`src/design/decode_settings.svh`:
```
`ifndef DECODE_SETTINGS_SVH
`define DECODE_SETTINGS_SVH

// machine word width
`define DATA_WIDTH 32

// general purpose registers
`define REG_COUNT 32

// bits needed to name one register
`define REG_ADDR_WIDTH 5

`endif

```
`src/design/mipsPkg.sv`:
```
`include "decode_settings.svh"

package mipsPkg;

	// one machine word
	typedef logic [`DATA_WIDTH-1:0] wordT;

	// register number, rs rt rd fields
	typedef logic [`REG_ADDR_WIDTH-1:0] regAddrT;

	// decoded operation
	// anything outside the subset lands on RESERVED
	typedef enum logic [4:0] {
		ADDU,
		SUBU,
		AND,
		OR,
		XOR,
		NOR,
		SLT,
		SLTU,
		SLL,
		SRL,
		SRA,
		JR,
		ADDIU,
		ANDI,
		ORI,
		XORI,
		LUI,
		SLTI,
		SLTIU,
		LW,
		SW,
		BEQ,
		BNE,
		J,
		JAL,
		RESERVED
	} opT;

	// control bits carried down the pipe
	typedef struct packed {
		// result goes back to destReg
		logic regWrite;
		logic memRead;
		logic memWrite;
		// second alu operand is extendedImm
		logic aluSrcImm;
		// logical immediates are zero extended
		logic zeroExt;
		logic branch;
		logic jump;
		// jump target comes from srcA
		logic jumpReg;
		// write pcPlus4 + 4 into r31
		logic link;
	} ctlT;

	// what fetch hands to decode
	typedef struct packed {
		wordT pcPlus4;
		wordT instr;
		// fetch side fault, passed along untouched
		logic exceptionInstr;
	} fetchDataT;

	// decoded instruction, no operand values yet
	typedef struct packed {
		opT op;
		ctlT ctl;
		regAddrT srcRegA;
		regAddrT srcRegB;
		regAddrT destReg;
		logic [4:0] shamt;
		wordT extendedImm;
		wordT pcBranch;
		wordT pcJump;
		wordT pcPlus4;
		// reserved instruction
		logic exceptionRi;
		logic exceptionInstr;
	} decodeDataT;

	// ID/EX payload, decode result plus both operands
	typedef struct packed {
		decodeDataT decoded;
		wordT srcA;
		wordT srcB;
	} issueDataT;

	// register file write port
	typedef struct packed {
		logic en;
		regAddrT addr;
		wordT data;
	} regWriteT;

endpackage

```
`src/design/pipeReg.sv`:
```
module pipeReg #(
	parameter type payloadT = logic
) (
	input logic clk,
	input logic reset,
	input logic inValid,
	input payloadT inData,
	output logic inReady,
	output logic outValid,
	output payloadT outData,
	input logic outReady
);

	logic full;
	payloadT held;

	// take a new entry when empty or when the old one leaves this cycle
	assign inReady = !full || outReady;
	assign outValid = full;
	assign outData = held;

	always_ff @(posedge clk) begin
		if (reset) begin
			full <= 1'b0;
		end else if (inValid && inReady) begin
			// load wins over drain
			full <= 1'b1;
		end else if (outReady) begin
			full <= 1'b0;
		end
	end

	// payload only, no reset needed
	always_ff @(posedge clk) begin
		if (inValid && inReady) begin
			held <= inData;
		end
	end

endmodule

```
`src/design/mainDecode.sv`:
```
`include "decode_settings.svh"

module mainDecode import mipsPkg::*; (
	input wordT instr,
	output opT op,
	output ctlT ctl,
	output regAddrT srcRegA,
	output regAddrT srcRegB,
	output regAddrT destReg,
	output logic reserved
);

	// primary opcodes
	localparam logic [5:0] opcSpecial = 6'b000000;
	localparam logic [5:0] opcJ = 6'b000010;
	localparam logic [5:0] opcJal = 6'b000011;
	localparam logic [5:0] opcBeq = 6'b000100;
	localparam logic [5:0] opcBne = 6'b000101;
	localparam logic [5:0] opcAddiu = 6'b001001;
	localparam logic [5:0] opcSlti = 6'b001010;
	localparam logic [5:0] opcSltiu = 6'b001011;
	localparam logic [5:0] opcAndi = 6'b001100;
	localparam logic [5:0] opcOri = 6'b001101;
	localparam logic [5:0] opcXori = 6'b001110;
	localparam logic [5:0] opcLui = 6'b001111;
	localparam logic [5:0] opcLw = 6'b100011;
	localparam logic [5:0] opcSw = 6'b101011;

	// function field, only under opcSpecial
	localparam logic [5:0] fnSll = 6'b000000;
	localparam logic [5:0] fnSrl = 6'b000010;
	localparam logic [5:0] fnSra = 6'b000011;
	localparam logic [5:0] fnJr = 6'b001000;
	localparam logic [5:0] fnAddu = 6'b100001;
	localparam logic [5:0] fnSubu = 6'b100011;
	localparam logic [5:0] fnAnd = 6'b100100;
	localparam logic [5:0] fnOr = 6'b100101;
	localparam logic [5:0] fnXor = 6'b100110;
	localparam logic [5:0] fnNor = 6'b100111;
	localparam logic [5:0] fnSlt = 6'b101010;
	localparam logic [5:0] fnSltu = 6'b101011;

	logic [5:0] opcode;
	logic [5:0] funct;
	regAddrT rs;
	regAddrT rt;
	regAddrT rd;

	assign opcode = instr[31:26];
	assign funct = instr[5:0];
	assign rs = instr[25:21];
	assign rt = instr[20:16];
	assign rd = instr[15:11];

	// sources are always the rs and rt fields
	// unused ones are simply ignored further down the pipe
	assign srcRegA = rs;
	assign srcRegB = rt;

	// opcode and function field to operation
	always_comb begin
		op = RESERVED;
		case (opcode)
			opcSpecial: begin
				case (funct)
					fnSll: op = SLL;
					fnSrl: op = SRL;
					fnSra: op = SRA;
					fnJr: op = JR;
					fnAddu: op = ADDU;
					fnSubu: op = SUBU;
					fnAnd: op = AND;
					fnOr: op = OR;
					fnXor: op = XOR;
					fnNor: op = NOR;
					fnSlt: op = SLT;
					fnSltu: op = SLTU;
					default: op = RESERVED;
				endcase
			end
			opcJ: op = J;
			opcJal: op = JAL;
			opcBeq: op = BEQ;
			opcBne: op = BNE;
			opcAddiu: op = ADDIU;
			opcSlti: op = SLTI;
			opcSltiu: op = SLTIU;
			opcAndi: op = ANDI;
			opcOri: op = ORI;
			opcXori: op = XORI;
			opcLui: op = LUI;
			opcLw: op = LW;
			opcSw: op = SW;
			default: op = RESERVED;
		endcase
	end

	// control bits and destination from the operation
	always_comb begin
		ctl = '0;
		destReg = '0;
		case (op)
			ADDU, SUBU, AND, OR, XOR, NOR, SLT, SLTU, SLL, SRL, SRA: begin
				ctl.regWrite = 1'b1;
				destReg = rd;
			end
			JR: begin
				ctl.jump = 1'b1;
				ctl.jumpReg = 1'b1;
			end
			ADDIU, SLTI, SLTIU, LUI: begin
				ctl.regWrite = 1'b1;
				ctl.aluSrcImm = 1'b1;
				destReg = rt;
			end
			ANDI, ORI, XORI: begin
				ctl.regWrite = 1'b1;
				ctl.aluSrcImm = 1'b1;
				ctl.zeroExt = 1'b1;
				destReg = rt;
			end
			LW: begin
				ctl.regWrite = 1'b1;
				ctl.memRead = 1'b1;
				ctl.aluSrcImm = 1'b1;
				destReg = rt;
			end
			SW: begin
				ctl.memWrite = 1'b1;
				ctl.aluSrcImm = 1'b1;
			end
			BEQ, BNE: begin
				ctl.branch = 1'b1;
			end
			J: begin
				ctl.jump = 1'b1;
			end
			JAL: begin
				ctl.jump = 1'b1;
				ctl.link = 1'b1;
				ctl.regWrite = 1'b1;
				// link register is the last one
				destReg = regAddrT'(`REG_COUNT - 1);
			end
			default: begin
				// reserved, everything stays low
				ctl = '0;
			end
		endcase
	end

	assign reserved = (op == RESERVED);

endmodule

```
`src/design/signalDecode.sv`:
```
module signalDecode import mipsPkg::*; (
	input fetchDataT dataF,
	output decodeDataT dataD
);

	opT op;
	ctlT ctl;
	regAddrT srcRegA;
	regAddrT srcRegB;
	regAddrT destReg;
	logic reserved;
	logic [15:0] imm;
	wordT signImm;
	wordT zeroImm;
	wordT extendedImm;
	wordT pcBranch;
	wordT pcJump;

	mainDecode mainDecode (
		.instr(dataF.instr),
		.op(op),
		.ctl(ctl),
		.srcRegA(srcRegA),
		.srcRegB(srcRegB),
		.destReg(destReg),
		.reserved(reserved)
	);

	assign imm = dataF.instr[15:0];
	assign signImm = {{16{imm[15]}}, imm};
	assign zeroImm = {16'b0, imm};

	// lui puts the immediate in the upper half
	always_comb begin
		if (op == LUI) begin
			extendedImm = {imm, 16'b0};
		end else if (ctl.zeroExt) begin
			extendedImm = zeroImm;
		end else begin
			extendedImm = signImm;
		end
	end

	// branch offset counts words, always signed
	assign pcBranch = dataF.pcPlus4 + {signImm[29:0], 2'b00};
	// jump stays inside the current 256MB region
	assign pcJump = {dataF.pcPlus4[31:28], dataF.instr[25:0], 2'b00};

	always_comb begin
		dataD.op = op;
		dataD.ctl = ctl;
		dataD.srcRegA = srcRegA;
		dataD.srcRegB = srcRegB;
		dataD.destReg = destReg;
		dataD.shamt = dataF.instr[10:6];
		dataD.extendedImm = extendedImm;
		dataD.pcBranch = pcBranch;
		dataD.pcJump = pcJump;
		dataD.pcPlus4 = dataF.pcPlus4;
		dataD.exceptionRi = reserved;
		dataD.exceptionInstr = dataF.exceptionInstr;
	end

endmodule

```
`src/design/regFile.sv`:
```
`include "decode_settings.svh"

module regFile import mipsPkg::*; (
	input logic clk,
	input logic reset,
	input regWriteT regWrite,
	input regAddrT addrA,
	input regAddrT addrB,
	output wordT dataA,
	output wordT dataB
);

	wordT regs [`REG_COUNT];
	logic hitA;
	logic hitB;

	// r0 is never written
	always_ff @(posedge clk) begin
		if (reset) begin
			for (int i = 0; i < `REG_COUNT; i++) begin
				regs[i] <= '0;
			end
		end else if (regWrite.en && regWrite.addr != '0) begin
			regs[regWrite.addr] <= regWrite.data;
		end
	end

	// same cycle write seen by the reads
	assign hitA = regWrite.en && (regWrite.addr == addrA);
	assign hitB = regWrite.en && (regWrite.addr == addrB);

	// zero check first, so a write to r0 never leaks through the bypass
	assign dataA = (addrA == '0) ? '0 : (hitA ? regWrite.data : regs[addrA]);
	assign dataB = (addrB == '0) ? '0 : (hitB ? regWrite.data : regs[addrB]);

endmodule

```
`src/design/decodeStage.sv`:
```
module decodeStage import mipsPkg::*; (
	input logic clk,
	input logic reset,
	input logic inValid,
	input fetchDataT inData,
	output logic inReady,
	input regWriteT regWrite,
	output logic outValid,
	output issueDataT outData,
	input logic outReady
);

	// IF/ID side
	logic decValid;
	logic decReady;
	fetchDataT dataF;

	// decode and operands
	decodeDataT dataD;
	wordT srcA;
	wordT srcB;
	issueDataT issue;

	pipeReg #(
		.payloadT(fetchDataT)
	) ifIdReg (
		.clk(clk),
		.reset(reset),
		.inValid(inValid),
		.inData(inData),
		.inReady(inReady),
		.outValid(decValid),
		.outData(dataF),
		.outReady(decReady)
	);

	signalDecode decode (
		.dataF(dataF),
		.dataD(dataD)
	);

	// read while IF/ID holds the bundle
	regFile regs (
		.clk(clk),
		.reset(reset),
		.regWrite(regWrite),
		.addrA(dataD.srcRegA),
		.addrB(dataD.srcRegB),
		.dataA(srcA),
		.dataB(srcB)
	);

	assign issue = '{decoded: dataD, srcA: srcA, srcB: srcB};

	// operands are captured here on the ID/EX transfer
	pipeReg #(
		.payloadT(issueDataT)
	) idExReg (
		.clk(clk),
		.reset(reset),
		.inValid(decValid),
		.inData(issue),
		.inReady(decReady),
		.outValid(outValid),
		.outData(outData),
		.outReady(outReady)
	);

endmodule

```
`config.mk`:
```
export PLATFORM = sky130hd
export DESIGN_NAME = decodeStage
export DESIGN_NICKNAME = d
export VERILOG_FILES = /design/src/design/mipsPkg.sv /design/src/design/pipeReg.sv /design/src/design/mainDecode.sv /design/src/design/signalDecode.sv /design/src/design/regFile.sv /design/src/design/decodeStage.sv
export VERILOG_INCLUDE_DIRS = /design/src /design/src/design
export SDC_FILE = /design/constraint.sdc
export NUM_CORES = 2
export LEC_CHECK = 0
export BUFFER_PORTS_ARGS = -buffer_cell sky130_fd_sc_hd__buf_2
export CAP_MARGIN = 30
export CORE_MARGIN = 5
export CORE_UTILIZATION = 30
export CTS_CLUSTER_DIAMETER = 100
export CTS_CLUSTER_SIZE = 16
export DETAILED_ROUTE_END_ITERATION = 7
export PLACE_DENSITY = 0.52
export SETUP_SLACK_MARGIN = 0.15
export SYNTH_ARGS = -nofsm -noshare
export SYNTH_HDL_FRONTEND = slang
export SYNTH_SLANG_ARGS = --single-unit
```
`constraint.sdc`:
```
create_clock -name clk -period 9.7 [get_ports clk]
set_input_delay 0.485 -clock clk [delete_from_list [all_inputs] [get_ports clk]]
set_output_delay 0.485 -clock clk [all_outputs]
set_load 0.1 [all_outputs]
```
==> results.py <==
metrics = {
    "final_layout": {
        "nets": 4357,
        "stdcell_count": 7129,
        "area_delta_synth_final_pct": 12.7,
        "fillCellCount": 20700,
        "multiInputGateArea_um2": 25400,
        "drive_gt1_frac": 0.302,
        "regArea_um2": 39100,
    },
    "yosys": {
        "ys_top_cells_by_area": "edfxtp_1 (59%), mux4_2 (22%), and2_1 (9.4%), clkbuf_1 (1.7%), mux2i_1 (0.99%)",
        "synth_fa_ha_area_frac": 0.00581,
        "async_flop_share": 0,
        "yosysTopAreaCellShare": 0.589,
        "yosys.area_share.simple": 0.116,
        "post-synth-top-area-cell": "edfxtp_1",
        "ys.flop_type": "edfxtp_1",
        "ys_types": 75,
        "synth.area.mux_share": 0.230,
        "syn_inst": 4001,
        "synth_area_per_cell_um2": 16.5,
        "synth_xor_area_frac": 0.00518,
        "synth_top_family_by_area": "multiplexers",
        "synth_compound_area_frac": 0.0229,
        "ys_ff_latch": 1306,
        "ys_seq_area_frac": 0.593,
        "syn_area_um2": 65900,
        "ys_warn_count": 0,
        "synth_edf_count": 1294,
    },
    "clock_network": {
        "path_clk_slew_ns": 0.07,
        "insertion_delay_ns": 0.75,
        "ctsHtreeMaxLevel": 3,
        "cts_resized": 0,
        "cts_tree": "built",
        "cts_buffers": 92,
        "root_buffer": "clkbuf_16",
        "cts_sinks": 1306,
        "clockBufferDepth": 3,
    },
    "global_route": {
        "antenna_found_initial": 29,
        "gr-total-overflow": 0,
        "grt_pass1_wl_um": 317000,
        "grt_use_total": 0.194,
        "grt_max_degree": 133,
        "grt_pass1_vias": 38900,
    },
    "sta": {
        "worst_slew_pin_slew_ns": 1.04,
        "fin_worst_skew_ns": 0.0333,
        "fin_crit_sh": 0.415,
        "fin_tns_setup_ns": 0,
        "relSlewSlack": 0.305,
        "rsz0062_at_grt": "false",
        "max_freq_mhz": 248,
        "hold_violations": 0,
        "drv_slew": 0,
        "fin_crit_ns": 4.03,
        "finalSetupViolations": 0,
    },
    "detailed_routing": {
        "routed_via_density": 5.42,
        "finalWirelength_um": 227000,
        "final_antenna_net_count": 0,
        "routedWlPerCell_um": 31.9,
        "drc_errors": 0,
        "vias": 38700,
        "dr.pass1.iters": 5,
        "drt_iter0_drc": 4734,
    },
    "status": {
        "status": "complete, no violations",
    },
    "die": {
        "core_um2": 219000,
        "fp.dieArea_um2": 229000,
        "pin_count": 337,
        "die_width_um": 479,
        "die_height_um": 479,
        "start_util": 0.301,
        "rows": 172,
    },
    "critical_path": {
        "critPathMaxFanout": 82,
        "crit_path_end_kind": "flop",
        "cp-start-kind": "flop",
        "worst-path-buf-inv": 2,
        "path_cells": "buf_12, buf_4, mux4_2, mux4_2, mux2i_1, a211oi_1",
        "critical_path_class": "flop to flop",
        "required_ns": 10.15,
        "max_stage_delay_ns": 0.85,
        "crit_path_frequent_cell": "mux4_2",
        "critPathSlowestCell": "dfxtp_4",
        "critical_path.top_delay_family": "buffers and inverters",
        "crit_arrival_ns": 4.47,
    },
    "pwr": {
        "seqPwrFrac": 0.526,
        "combinationalPowerShare": 0.181,
        "p_int_mw": 9.21,
        "p_leak_nw": 25.0,
        "switchingPower_mw": 3.71,
        "p_sw_frac": 0.287,
        "ir_drop_v": 0.000130,
        "p_per_area_nw_per_um2": 174,
        "clockPowerShare": 0.293,
    },
    "placement": {
        "hpwlAfterDp_um": 139000,
        "gp_congestion": 0.811,
        "dpl.cell_count": 6929,
        "portBuffers": 334,
    },
    "min_path": {
        "hold_path_class": "primary input to flop",
    },
    "run": {
        "drv_cap": 0,
    },
}
==> cells by family (layout without fill, tap and decap cells) <==
family                   count (synthesis)  count (layout)
other                                    1              42
AND/OR/NAND/NOR                       1270            1270
XOR/XNOR                                39              39
buffers and inverters                  427             643
multiplexers                           715             715
flip-flops                            1306            1306
adder cells (fa/ha/maj)                 30              30
AO/OA/AOI/OAI                          213             213
==> per-layer routing <==
metal,GRT usage,wire length [um]
met4,0.0422,4310
met2,0.312,107000
met3,0.0335,17200
met1,0.276,98500
met5,0,81
==> final timing paths <==
| check | cells past startpoint | to | slack [ns] | from |
|---|---|---|---|---|
| setup / recovery | 6 | idExReg.outData[17] | 5.67 | flop |
| hold / removal | 4 | idExReg.outValid | 0.11 | outReady |
| setup reg to reg | 6 | idExReg.outData[17] | 5.67 | flop |
| hold reg to reg | 0 | idExReg.outData[64] | 0.42 | ifIdReg.outData[0] |
==> registers in the layout, indices dropped and copies added (netlist names), named ones only <==
register	cells
idExReg.outData	205
idExReg.outValid	1
ifIdReg.outData	65
ifIdReg.outValid	1
regs.regs	1024
==> final cells by class <==
cell class              count  area share
well taps                2871      0.0483
clock inverters             8     0.00108
clock buffers             116      0.0328
flip-flops and latches   1306       0.527
repair buffers            505      0.0478
multi-input cells        2301       0.342
inverters                  14    0.000707
diodes                      8    0.000269
==> cells in the final DEF, fill, tap and decap left out, types with 8 or more instances in the layout <==
cell type	count
mux2i_1	65
mux2_2	10
buf_12	25
diode_2	8
or2_2	31
nor2_4	33
dfxtp_4	10
conb_1	34
o21ai_0	23
nor2_1	89
nand3_1	10
ha_1	29
nor2b_1	23
dlygate4sd3_1	66
a211oi_1	66
nand2_1	30
inv_1	12
and2_1	993
edfxtp_1	1294
buf_2	333
mux4_2	640
xor2_1	20
a21oi_1	33
xnor2_1	19
clkbuf_16	94
a21o_1	32
buf_4	75
clkbuf_1	22
==> Yosys cell counts (all sizes together) (19+ instances only) <==
cell type  count
xor2          20
mux4         640
o21ai         28
clkbuf       297
mux2i         65
xnor2         19
a21oi         33
a211oi        66
nand2         30
ha            29
nor2b         24
a21o          32
nor2         122
buf          116
and2         993
edfxtp      1294
or2           35
==> power groups by stage <==
stage	clock network, mW	registers [mW]	logic [mW]
3_3_place_gp	0	6.93	2.29
4_1_cts	3.88	6.81	2.35
5_1_grt	4.08	6.83	2.44
6_report	3.79	6.80	2.34
2_1_floorplan	0	7.20	1.27
3_5_place_dp	0	6.93	2.32
==> metrics by stage <==
stage                     utilization  cell area [um^2]  power, mW  setup slack (ns)  hold slack (ns)
after floorplan                     -             66100       8.47              2.94            0.400
after global routing            0.339             74300       13.4              5.35            0.127
final                           0.339             74300       12.9              5.67            0.109
after global placement          0.322             70600       9.22              5.09            0.401
after detailed placement        0.324             71100       9.25              5.55            0.406
after CTS                       0.339             74300       13.0              5.58           0.0269
==> timing repair <==
item                      4_1_cts  5_1_grt
hold buffers                   66        0
setup buffers                   0        0
hold endpoints to repair       76        0
==> worst register-to-register path: stages, from the launching register on <==
cell and delay, ns:
dfxtp_4 0.85, buf_12 0.72, buf_4 0.79, mux4_2 0.64, mux4_2 0.47, mux2i_1 0.17
a211oi_1 0.10
No activity file was read; power rests on OpenSTA's default activity.
